<file path="src/include/gte_config.svh">
`ifndef GTE_CONFIG_SVH
`define GTE_CONFIG_SVH

// Instruction field widths
`define GTE_OP_W   6   // Opcode field
`define GTE_PC_W   7   // Microprogram counter, 53 words used

// Control word widths
`define GTE_FLAG_W 19  // One bit per status flag
`define GTE_IDX_W  2   // Component index, 0 means none

`endif

</file>
<file path="src/hw/gteOpPkg.sv">
`default_nettype none

`include "gte_config.svh"

package gteOpPkg;

	// Kept instructions only
	typedef enum logic [`GTE_OP_W-1:0] {
		DPCS  = 6'h10,
		CDP   = 6'h14,
		CC    = 6'h1C,
		SQR   = 6'h28,
		AVSZ3 = 6'h2D,
		GPF   = 6'h3D,
		GPL   = 6'h3E
	} opcodeT;

	localparam logic [`GTE_PC_W-1:0] idlePc = 7'd52; // Single idle word, end of table

	// ROM start address per instruction
	function automatic logic [`GTE_PC_W-1:0] entryOf(opcodeT op);
		case (op)
			DPCS    : entryOf = 7'd0;
			CDP     : entryOf = 7'd8;
			CC      : entryOf = 7'd21;
			SQR     : entryOf = 7'd32;
			AVSZ3   : entryOf = 7'd37;
			GPF     : entryOf = 7'd42;
			GPL     : entryOf = 7'd47;
			default : entryOf = idlePc;  // Unknown op
		endcase
	endfunction

	// Number of microsteps per instruction
	function automatic int lengthOf(opcodeT op);
		case (op)
			DPCS    : lengthOf = 8;
			CDP     : lengthOf = 13;
			CC      : lengthOf = 11;
			SQR, AVSZ3, GPF, GPL : lengthOf = 5;
			default : lengthOf = 1;  // Idle step only
		endcase
	endfunction

endpackage

`default_nettype wire

</file>
<file path="src/hw/gteUcodePkg.sv">
`default_nettype none

`include "gte_config.svh"

package gteUcodePkg;

	// ------------------------------------------------------------------------
	// Write patterns, combined with a 2-bit component index
	// ------------------------------------------------------------------------
	typedef enum logic [3:0] {
		NONE = 4'd0, // No effect
		WMS  = 4'd1, // MACx + shadow IR
		WMF  = 4'd2, // MAC3 + IR3, shadow flush
		L0   = 4'd3, // No write, LM forced low
		WIC  = 4'd4, // MACx + IRx + colour push
		WI   = 4'd5, // MACx + IRx
		WMSC = 4'd6, // Shadow write with colour push
		DF   = 4'd7  // MAC0 + OTZ
	} writePatT;

	// One ROM word, 8 bits
	typedef struct packed {
		writePatT               pat;   // Write pattern
		logic [`GTE_IDX_W-1:0] idx;   // Component 1..3
		logic                   first; // Clears status
		logic                   last;  // Ends instruction
	} microWordT;

	// ------------------------------------------------------------------------
	// Flag mask bit positions, MSB first
	// ------------------------------------------------------------------------
	localparam int unsigned flagA1PPos = 18; // MAC1 overflow positive
	localparam int unsigned flagA2PPos = 17;
	localparam int unsigned flagA3PPos = 16;
	localparam int unsigned flagA1NPos = 15; // MAC1 overflow negative
	localparam int unsigned flagA2NPos = 14;
	localparam int unsigned flagA3NPos = 13;
	localparam int unsigned flagB1Pos  = 12; // IR1 saturated
	localparam int unsigned flagB2Pos  = 11;
	localparam int unsigned flagB3Pos  = 10;
	localparam int unsigned flagC1Pos  = 9;  // Colour R saturated
	localparam int unsigned flagC2Pos  = 8;
	localparam int unsigned flagC3Pos  = 7;
	localparam int unsigned flagDPos   = 6;  // OTZ saturated
	localparam int unsigned flagEPos   = 5;  // Divide overflow
	localparam int unsigned flagFPPos  = 4;  // MAC0 positive overflow
	localparam int unsigned flagFNPos  = 3;  // MAC0 negative overflow
	localparam int unsigned flagG1Pos  = 2;  // SX2 saturated
	localparam int unsigned flagG2Pos  = 1;  // SY2 saturated
	localparam int unsigned flagHPos   = 0;  // IR0 saturated

endpackage

`default_nettype wire

</file>
<file path="src/hw/gteMicroSequencer.sv">
`timescale 1ns/1ps
`default_nettype none

`include "gte_config.svh"

module gteMicroSequencer (
	input  wire logic                  clk,
	input  wire logic                  arstN,
	input  wire logic                  instrStart, // One-cycle strobe
	input  wire gteOpPkg::opcodeT      instrOp,
	input  wire logic                  instrLm,
	input  wire logic                  instrSf,
	input  wire logic [`GTE_PC_W-1:0] entryPc,    // From ROM lookup
	input  wire logic                  stepLast,   // Current word ends instruction
	output logic      [`GTE_PC_W-1:0] pc,
	output logic                       busy,
	output logic                       lmLatched,
	output logic                       sfLatched
);

	logic accept;

	assign accept = instrStart && !busy; // Starts while busy are dropped

	// ------------------------------------------------------------------------
	// Program counter and busy
	// ------------------------------------------------------------------------
	always_ff @(posedge clk or negedge arstN) begin
		if (!arstN) begin
			pc        <= '0;
			busy      <= 1'b0;
			lmLatched <= 1'b0;
			sfLatched <= 1'b0;
		end else if (accept) begin
			pc        <= entryPc;     // Unknown op already maps to idle word
			busy      <= 1'b1;
			lmLatched <= instrLm;     // Held for whole instruction
			sfLatched <= instrSf;
		end else if (busy) begin
			pc <= pc + 7'd1;          // One word per cycle
			if (stepLast)
				busy <= 1'b0;         // Last word issued this edge
		end
	end

endmodule

`default_nettype wire

</file>
<file path="src/hw/gteMicrocodeRom.sv">
`timescale 1ns/1ps
`default_nettype none

`include "gte_config.svh"

module gteMicrocodeRom (
	input  wire gteOpPkg::opcodeT         instrOp,
	input  wire logic [`GTE_PC_W-1:0]    pc,
	output logic      [`GTE_PC_W-1:0]    entryPc,
	output gteUcodePkg::microWordT        word
);

	assign entryPc = gteOpPkg::entryOf(instrOp); // Unknown op maps to idle word

	// ------------------------------------------------------------------------
	// Microword table, fields are pattern, index, first, last
	// ------------------------------------------------------------------------
	always_comb begin
		case (pc)
			7'd0  : word = '{gteUcodePkg::NONE, 2'd0, 1'b1, 1'b0}; // DPCS 00
			7'd1  : word = '{gteUcodePkg::L0,   2'd1, 1'b0, 1'b0}; // DPCS 01
			7'd2  : word = '{gteUcodePkg::WIC,  2'd1, 1'b0, 1'b0}; // DPCS 02
			7'd3  : word = '{gteUcodePkg::L0,   2'd2, 1'b0, 1'b0}; // DPCS 03
			7'd4  : word = '{gteUcodePkg::WIC,  2'd2, 1'b0, 1'b0}; // DPCS 04
			7'd5  : word = '{gteUcodePkg::L0,   2'd3, 1'b0, 1'b0}; // DPCS 05
			7'd6  : word = '{gteUcodePkg::WIC,  2'd3, 1'b0, 1'b0}; // DPCS 06
			7'd7  : word = '{gteUcodePkg::NONE, 2'd0, 1'b0, 1'b1}; // DPCS 07

			7'd8  : word = '{gteUcodePkg::NONE, 2'd0, 1'b1, 1'b0}; // CDP 00
			7'd9  : word = '{gteUcodePkg::NONE, 2'd0, 1'b0, 1'b0}; // CDP 01
			7'd10 : word = '{gteUcodePkg::WMS,  2'd1, 1'b0, 1'b0}; // CDP 02
			7'd11 : word = '{gteUcodePkg::NONE, 2'd0, 1'b0, 1'b0}; // CDP 03
			7'd12 : word = '{gteUcodePkg::WMS,  2'd2, 1'b0, 1'b0}; // CDP 04
			7'd13 : word = '{gteUcodePkg::NONE, 2'd0, 1'b0, 1'b0}; // CDP 05
			7'd14 : word = '{gteUcodePkg::WMF,  2'd3, 1'b0, 1'b0}; // CDP 06, flush shadow
			7'd15 : word = '{gteUcodePkg::L0,   2'd1, 1'b0, 1'b0}; // CDP 07
			7'd16 : word = '{gteUcodePkg::WIC,  2'd1, 1'b0, 1'b0}; // CDP 08
			7'd17 : word = '{gteUcodePkg::L0,   2'd2, 1'b0, 1'b0}; // CDP 09
			7'd18 : word = '{gteUcodePkg::WIC,  2'd2, 1'b0, 1'b0}; // CDP 10
			7'd19 : word = '{gteUcodePkg::L0,   2'd3, 1'b0, 1'b0}; // CDP 11
			7'd20 : word = '{gteUcodePkg::WIC,  2'd3, 1'b0, 1'b1}; // CDP 12

			7'd21 : word = '{gteUcodePkg::NONE, 2'd0, 1'b1, 1'b0}; // CC 00
			7'd22 : word = '{gteUcodePkg::NONE, 2'd0, 1'b0, 1'b0}; // CC 01
			7'd23 : word = '{gteUcodePkg::WMS,  2'd1, 1'b0, 1'b0}; // CC 02
			7'd24 : word = '{gteUcodePkg::NONE, 2'd0, 1'b0, 1'b0}; // CC 03
			7'd25 : word = '{gteUcodePkg::WMS,  2'd2, 1'b0, 1'b0}; // CC 04
			7'd26 : word = '{gteUcodePkg::NONE, 2'd0, 1'b0, 1'b0}; // CC 05
			7'd27 : word = '{gteUcodePkg::WMF,  2'd3, 1'b0, 1'b0}; // CC 06
			7'd28 : word = '{gteUcodePkg::WIC,  2'd1, 1'b0, 1'b0}; // CC 07
			7'd29 : word = '{gteUcodePkg::WIC,  2'd2, 1'b0, 1'b0}; // CC 08
			7'd30 : word = '{gteUcodePkg::WIC,  2'd3, 1'b0, 1'b0}; // CC 09
			7'd31 : word = '{gteUcodePkg::NONE, 2'd0, 1'b0, 1'b1}; // CC 10

			7'd32 : word = '{gteUcodePkg::NONE, 2'd0, 1'b1, 1'b0}; // SQR 00
			7'd33 : word = '{gteUcodePkg::WI,   2'd1, 1'b0, 1'b0}; // SQR 01
			7'd34 : word = '{gteUcodePkg::WI,   2'd2, 1'b0, 1'b0}; // SQR 02
			7'd35 : word = '{gteUcodePkg::WI,   2'd3, 1'b0, 1'b0}; // SQR 03
			7'd36 : word = '{gteUcodePkg::NONE, 2'd0, 1'b0, 1'b1}; // SQR 04

			7'd37 : word = '{gteUcodePkg::NONE, 2'd0, 1'b1, 1'b0}; // AVSZ3 00
			7'd38 : word = '{gteUcodePkg::NONE, 2'd0, 1'b0, 1'b0}; // AVSZ3 01
			7'd39 : word = '{gteUcodePkg::NONE, 2'd0, 1'b0, 1'b0}; // AVSZ3 02
			7'd40 : word = '{gteUcodePkg::DF,   2'd0, 1'b0, 1'b0}; // AVSZ3 03, OTZ out
			7'd41 : word = '{gteUcodePkg::NONE, 2'd0, 1'b0, 1'b1}; // AVSZ3 04

			7'd42 : word = '{gteUcodePkg::WIC,  2'd1, 1'b1, 1'b0}; // GPF 00, IRx ready at once
			7'd43 : word = '{gteUcodePkg::WIC,  2'd2, 1'b0, 1'b0}; // GPF 01
			7'd44 : word = '{gteUcodePkg::WIC,  2'd3, 1'b0, 1'b0}; // GPF 02
			7'd45 : word = '{gteUcodePkg::NONE, 2'd0, 1'b0, 1'b0}; // GPF 03
			7'd46 : word = '{gteUcodePkg::NONE, 2'd0, 1'b0, 1'b1}; // GPF 04

			7'd47 : word = '{gteUcodePkg::NONE, 2'd0, 1'b1, 1'b0}; // GPL 00, MAC1 read delay
			7'd48 : word = '{gteUcodePkg::WIC,  2'd1, 1'b0, 1'b0}; // GPL 01
			7'd49 : word = '{gteUcodePkg::WIC,  2'd2, 1'b0, 1'b0}; // GPL 02
			7'd50 : word = '{gteUcodePkg::WIC,  2'd3, 1'b0, 1'b0}; // GPL 03
			7'd51 : word = '{gteUcodePkg::NONE, 2'd0, 1'b0, 1'b1}; // GPL 04

			7'd52 : word = '{gteUcodePkg::NONE, 2'd0, 1'b1, 1'b1}; // Idle, first and last
			default : word = '{gteUcodePkg::NONE, 2'd0, 1'b1, 1'b1}; // Off table, end at once
		endcase
	end

endmodule

`default_nettype wire

</file>
<file path="src/hw/gteWriteDecode.sv">
`timescale 1ns/1ps
`default_nettype none

`include "gte_config.svh"

module gteWriteDecode (
	input  wire logic                    clk,
	input  wire logic                    arstN,
	input  wire logic                    busy,
	input  wire gteUcodePkg::microWordT  word,
	input  wire logic                    lmLatched,
	input  wire logic                    sfLatched,
	output logic                         gtePshR,
	output logic                         gtePshG,
	output logic                         gtePshB,
	output logic [3:0]                   gteWrtMac,      // MAC0..MAC3
	output logic [3:0]                   gteWrtIR,       // IR0..IR3
	output logic                         gteWrtShadowIR, // Into shadow FIFO
	output logic                         gteCpyShadowIR, // Shadow to real IR
	output logic                         gteWrtOTZ,
	output logic [`GTE_FLAG_W-1:0]      gteFlagMask,
	output logic                         gteLM,
	output logic                         gteSF,
	output logic                         gteResetStatus,
	output logic                         gteLastMicroInstruction
);

	logic [3:0]              sel;        // One-hot component, bit 0 unused
	logic [`GTE_FLAG_W-1:0] abMask;     // Ax+/Ax-/Bx for index
	logic [`GTE_FLAG_W-1:0] cMask;      // Cx for index
	logic [3:0]              macNext;
	logic [3:0]              irNext;
	logic [2:0]              pushNext;   // {B,G,R}
	logic                    shadowNext;
	logic                    flushNext;
	logic                    otzNext;
	logic                    lmZero;     // L0 step
	logic [`GTE_FLAG_W-1:0] flagNext;

	// ------------------------------------------------------------------------
	// Index expansion
	// ------------------------------------------------------------------------
	always_comb begin
		sel    = 4'b0000;
		abMask = '0;
		cMask  = '0;
		case (word.idx)
			2'd1 : begin
				sel = 4'b0010;
				abMask[gteUcodePkg::flagA1PPos] = 1'b1;
				abMask[gteUcodePkg::flagA1NPos] = 1'b1;
				abMask[gteUcodePkg::flagB1Pos]  = 1'b1;
				cMask[gteUcodePkg::flagC1Pos]   = 1'b1;
			end
			2'd2 : begin
				sel = 4'b0100;
				abMask[gteUcodePkg::flagA2PPos] = 1'b1;
				abMask[gteUcodePkg::flagA2NPos] = 1'b1;
				abMask[gteUcodePkg::flagB2Pos]  = 1'b1;
				cMask[gteUcodePkg::flagC2Pos]   = 1'b1;
			end
			2'd3 : begin
				sel = 4'b1000;
				abMask[gteUcodePkg::flagA3PPos] = 1'b1;
				abMask[gteUcodePkg::flagA3NPos] = 1'b1;
				abMask[gteUcodePkg::flagB3Pos]  = 1'b1;
				cMask[gteUcodePkg::flagC3Pos]   = 1'b1;
			end
			default : ;                              // No component
		endcase
	end

	// ------------------------------------------------------------------------
	// Pattern expansion, all inactive when idle
	// ------------------------------------------------------------------------
	always_comb begin
		macNext    = 4'b0000;
		irNext     = 4'b0000;
		pushNext   = 3'b000;
		shadowNext = 1'b0;
		flushNext  = 1'b0;
		otzNext    = 1'b0;
		lmZero     = 1'b0;
		flagNext   = '0;
		if (busy) begin
			case (word.pat)
				gteUcodePkg::WMS : begin
					macNext    = sel;
					shadowNext = 1'b1;
					flagNext   = abMask;
				end
				gteUcodePkg::WMF : begin
					macNext   = sel;           // Index is 3 here
					irNext    = sel;
					flushNext = 1'b1;
					flagNext  = abMask;
				end
				gteUcodePkg::L0 : begin
					lmZero   = 1'b1;           // Flags only, unclamped low side
					flagNext = abMask;
				end
				gteUcodePkg::WIC : begin
					macNext  = sel;
					irNext   = sel;
					pushNext = sel[3:1];       // R/G/B by index
					flagNext = abMask | cMask;
				end
				gteUcodePkg::WI : begin
					macNext  = sel;
					irNext   = sel;
					flagNext = abMask;
				end
				gteUcodePkg::WMSC : begin
					macNext    = sel;
					shadowNext = 1'b1;
					pushNext   = sel[3:1];
					flagNext   = abMask | cMask;
				end
				gteUcodePkg::DF : begin
					macNext = 4'b0001;         // MAC0
					otzNext = 1'b1;
					flagNext[gteUcodePkg::flagDPos]  = 1'b1;
					flagNext[gteUcodePkg::flagFPPos] = 1'b1;
					flagNext[gteUcodePkg::flagFNPos] = 1'b1;
				end
				default : ;                    // NONE
			endcase
		end
	end

	// Output stage, one cycle after the ROM word
	always_ff @(posedge clk or negedge arstN) begin
		if (!arstN) begin
			{gtePshB, gtePshG, gtePshR} <= 3'b000;
			gteWrtMac               <= 4'b0000;
			gteWrtIR                <= 4'b0000;
			gteWrtShadowIR          <= 1'b0;
			gteCpyShadowIR          <= 1'b0;
			gteWrtOTZ               <= 1'b0;
			gteFlagMask             <= '0;
			gteLM                   <= 1'b0;
			gteSF                   <= 1'b0;
			gteResetStatus          <= 1'b0;
			gteLastMicroInstruction <= 1'b0;
		end else begin
			{gtePshB, gtePshG, gtePshR} <= pushNext;
			gteWrtMac               <= macNext;
			gteWrtIR                <= irNext;
			gteWrtShadowIR          <= shadowNext;
			gteCpyShadowIR          <= flushNext;
			gteWrtOTZ               <= otzNext;
			gteFlagMask             <= flagNext;
			gteLM                   <= busy && lmLatched && !lmZero; // L0 forces 0
			gteSF                   <= busy && sfLatched;
			gteResetStatus          <= busy && word.first;
			gteLastMicroInstruction <= busy && word.last;
		end
	end

endmodule

`default_nettype wire

</file>
<file path="src/hw/gteMicrocode.sv">
`timescale 1ns/1ps
`default_nettype none

`include "gte_config.svh"

module gteMicrocode (
	input  wire logic                 clk,
	input  wire logic                 arstN,
	input  wire logic                 instrStart,
	input  wire gteOpPkg::opcodeT     instrOp,
	input  wire logic                 instrLm,
	input  wire logic                 instrSf,
	output logic                      busy,
	output logic                      gtePshR,
	output logic                      gtePshG,
	output logic                      gtePshB,
	output logic [3:0]                gteWrtMac,
	output logic [3:0]                gteWrtIR,
	output logic                      gteWrtShadowIR,
	output logic                      gteCpyShadowIR,
	output logic                      gteWrtOTZ,
	output logic [`GTE_FLAG_W-1:0]   gteFlagMask,
	output logic                      gteLM,
	output logic                      gteSF,
	output logic                      gteResetStatus,
	output logic                      gteLastMicroInstruction
);

	logic [`GTE_PC_W-1:0]   pc;        // Current ROM address
	logic [`GTE_PC_W-1:0]   entryPc;   // Start address of incoming op
	gteUcodePkg::microWordT word;      // ROM output, same cycle as pc
	logic                   lmLatched;
	logic                   sfLatched;

	// ------------------------------------------------------------------------
	// Sequencer, ROM, decoder
	// ------------------------------------------------------------------------
	gteMicroSequencer uSeq (
		.clk        (clk),
		.arstN      (arstN),
		.instrStart (instrStart),
		.instrOp    (instrOp),
		.instrLm    (instrLm),
		.instrSf    (instrSf),
		.entryPc    (entryPc),
		.stepLast   (word.last),
		.pc         (pc),
		.busy       (busy),
		.lmLatched  (lmLatched),
		.sfLatched  (sfLatched)
	);

	gteMicrocodeRom uRom (
		.instrOp (instrOp),
		.pc      (pc),
		.entryPc (entryPc),
		.word    (word)
	);

	gteWriteDecode uDec (
		.clk                     (clk),
		.arstN                   (arstN),
		.busy                    (busy),
		.word                    (word),
		.lmLatched               (lmLatched),
		.sfLatched               (sfLatched),
		.gtePshR                 (gtePshR),
		.gtePshG                 (gtePshG),
		.gtePshB                 (gtePshB),
		.gteWrtMac               (gteWrtMac),
		.gteWrtIR                (gteWrtIR),
		.gteWrtShadowIR          (gteWrtShadowIR),
		.gteCpyShadowIR          (gteCpyShadowIR),
		.gteWrtOTZ               (gteWrtOTZ),
		.gteFlagMask             (gteFlagMask),
		.gteLM                   (gteLM),
		.gteSF                   (gteSF),
		.gteResetStatus          (gteResetStatus),
		.gteLastMicroInstruction (gteLastMicroInstruction)
	);

endmodule

`default_nettype wire

</file>
<file path="config.mk">
export PLATFORM = sky130hd
export DESIGN_NAME = gteMicrocode
export DESIGN_NICKNAME = d
export VERILOG_FILES = /design/src/hw/gteOpPkg.sv /design/src/hw/gteUcodePkg.sv /design/src/hw/gteMicroSequencer.sv /design/src/hw/gteMicrocodeRom.sv /design/src/hw/gteWriteDecode.sv /design/src/hw/gteMicrocode.sv
export VERILOG_INCLUDE_DIRS = /design/src /design/src/include
export SDC_FILE = /design/constraint.sdc
export NUM_CORES = 1
export LEC_CHECK = 0
export BUFFER_PORTS_ARGS = -buffer_cell sky130_fd_sc_hd__buf_2
export CAP_MARGIN = 20
export CORE_ASPECT_RATIO = 1.2
export CORE_UTILIZATION = 59
export CTS_CLUSTER_DIAMETER = 80
export DETAILED_ROUTE_END_ITERATION = 10
export PLACE_DENSITY = 0.92
export SYNTH_ARGS = -nofsm -noshare
export SYNTH_HDL_FRONTEND = slang
export SYNTH_SLANG_ARGS = --single-unit
</file>
<file path="constraint.sdc">
create_clock -name clk -period 6.5 [get_ports clk]
set_clock_uncertainty 0.2 [all_clocks]
set_input_delay 0.975 -clock clk [delete_from_list [all_inputs] [get_ports clk]]
set_output_delay 0.975 -clock clk [all_outputs]
set_load 0.1 [all_outputs]
</file>
==> impl_metrics.tcl <==
set metrics [dict create \
    synth.distinct_cells 53 \
    firstDrtPassIters 9 \
    n_antenna_cell 0 \
    async_flop_share 1.00 \
    violations "DRC" \
    cts_setup_buffers 0 \
    io-pin-count 49 \
    worstRegToRegCells 6 \
    worst-path-max-fanout 13 \
    netlist.area_leader.share 0.363 \
    endpoint "uDec.gtePshG" \
    nNetsFinal 289 \
    dr_total_vias 1949 \
    synthesis.instances 248 \
    initial_utilization 0.638 \
    worst_r2r_endpoint "uDec.gtePshG" \
    slew_headroom 0.487 \
    fmax_mhz 342 \
    reg2reg_slack_ps 3580 \
    r2r_start "uSeq.pc[0]" \
    cts_root_buf "clkbuf_8" \
    ys.flop_type "dfrtp_1" \
    drive_gt1_frac 0.211 \
    timing.setup.tns_ps 0 \
    grt_max_degree 39 \
    grt_pass1_vias 1599 \
    hpwl_mm 3.22 \
    port_buffers 43 \
    hold_viol 0 \
    cts_htree_levels 2 \
    drv_cap 0 \
    die_area_um2 3990 \
    yosys_register_bits 32 \
    hold_path.class "reg -> reg" \
    synth-compound-area-share 0.198 \
    yosysSeqAreaShare 0.363 \
    synth-xor-area-share 0.00397 \
    status "finished, violations left" \
    cts_max_path_buffers 2 \
    drt-total-wl_mm 4.65 \
    place_congestion 0.911 \
    rows 23 \
    clkSinkCount 32 \
    synth_simple_gate_area_frac 0.209 \
    cp.required_ps 6440 \
    core-area_um2 3450 \
    synth.area.mux_share 0.0573 \
    via_per_inst 6.35 \
    grt-ovfl-total 0 \
    syn_area_um2 2200 \
    wl_per_cell_um 15.1 \
    worst-endpoint-arrival_ps 2860 \
    clk_pin_slew_ps 70 \
    grt_pass1_wl_mm 7.38 \
    antenna_left 0 \
    synth_area_leaders "dfrtp_1 (36%), buf_4 (5.8%), ha_1 (5.1%)" \
    synth_top_family_by_area "simple AND/OR/NAND/NOR gates" \
    finalCritPeriodShare 0.449 \
    final_cell_mix "buf_2 (43), dfrtp_1 (32), nand2_1 (23)" \
    critPathKind "reg -> reg" \
    cts-buffers-inserted 5 \
    rsz0062_at_grt "no" \
    synth-edff-count 0 \
    grt_use_total 0.245 \
    ctsResizeCount 0 \
    worst_pin_slew_ps 770 \
    ys.warnings.count 0 \
    fillers 273 \
    crit_start "uSeq.pc[0]" \
    area_growth_pct 8.57 \
    cts_hold_buf 0 \
    drt_iter0_markers 78 \
    setup_viol 0 \
    cts_tree "yes" \
    clock_latency_ps 290 \
    synth_top_area_cell "dfrtp_1" \
    mostFrequentLayoutCell "buf_2" \
    yosys.area_share.adder 0.0511 \
    maxSlewViolCount 0 \
    drcViolationCount 8 \
    die_h_um 69.0 \
    startpoint_type "flip-flop" \
    die_w_um 57.8 \
    syn_area_per_cell_um2 8.89 \
    layout_min_cycle_time_ps 2920 \
    cp-end-kind "flip-flop" \
    grt_antenna_before_repair 0 \
]
[flip-flops by register name, summed over array words and instances, names as in the netlist, 3 cells and up]
name,flops
uDec.gteFlagMask,7
uSeq.pc,7
uDec.gteWrtIR,3
uDec.gteWrtMac,3
[cells in the mapped netlist, drive strengths merged (2+ instances only)]
cell and n:
buf 28, a221o 2, o311ai 2, nand2 23
clkbuf 6, dfrtp 32, nand2b 7, inv 9
a21oi 12, nand4 5, nand3 9, o21ai 11
o2111ai 2, a211oi 5, nor3 10, or3 5
a32oi 2, ha 9, nand3b 2, o211ai 5
mux2 3, mux2i 7, nor4 7, a31oi 4
nor2 11, nor2b 6, and2 2, o21a 2
[logic make-up (layout without fill, tap and decap cells)]
group	Yosys count	after routing
AND/OR/NAND/NOR	90	90
AO/OA/AOI/OAI	61	61
buffers and inverters	43	61
flip-flops	32	32
multiplexers	11	11
adder cells (fa/ha/maj)	9	9
other	1	5
XOR/XNOR	1	1
[layout make-up]
class	count	area, um^2	area share
Tap cell	37	46.3	0.0193
Inverter	9	33.8	0.0141
Clock buffer	6	72.6	0.0303
Clock inverter	2	35.0	0.0146
Multi-Input combinational cell	177	1160	0.486
Timing Repair Buffer	44	243	0.101
Sequential cell	32	801	0.335
[critical path, cell delays in order (launching register included)]
cell and delay [ps]:
dfrtp_1 600, inv_1 190, ha_1 420, mux4_2 510, mux2_2 300, a22oi_2 440, nor3_1 120
[worst min-delay path by stage]
stage / from / endpoint / slack, ps / cells past startpoint
3_3_place_gp: uSeq.sfLatched / uSeq.sfLatched / 250 / 2
5_1_grt: uSeq.sfLatched / uDec.gteSF / 300 / 1
3_5_place_dp: uSeq.sfLatched / uSeq.sfLatched / 260 / 2
6_report: uSeq.sfLatched / uSeq.sfLatched / 270 / 2
2_1_floorplan: uSeq.sfLatched / uSeq.sfLatched / 240 / 2
4_1_cts: uSeq.sfLatched / uSeq.sfLatched / 280 / 2
[stage by stage]
step	setup slack (ps)	instances	hold WS, ps	area [um^2]	utilization
after floorplan	3900	252	238	2220	-
after detailed placement	3640	298	260	2260	0.654
after CTS	3630	306	276	2370	0.685
final	3580	307	273	2390	0.693
after global routing	3460	307	302	2390	0.693
after global placement	3670	298	252	2260	0.654
[layer usage]
metal / GRT usage / wire length (um) / up-vias / share of wire
met4: 0.104 / 149 / 0 / 0.032
li1: - / - / 925 / -
met3: 0.0597 / 295 / 17 / 0.063
met1: 0.269 / 1830 / 908 / 0.39
met5: 0 / 0 / - / 0
met2: 0.451 / 2380 / 99 / 0.51
Power is left out: the tool's default activity adds up to more than one toggle a clock period on the data nets, which glitch-free logic cannot reach.
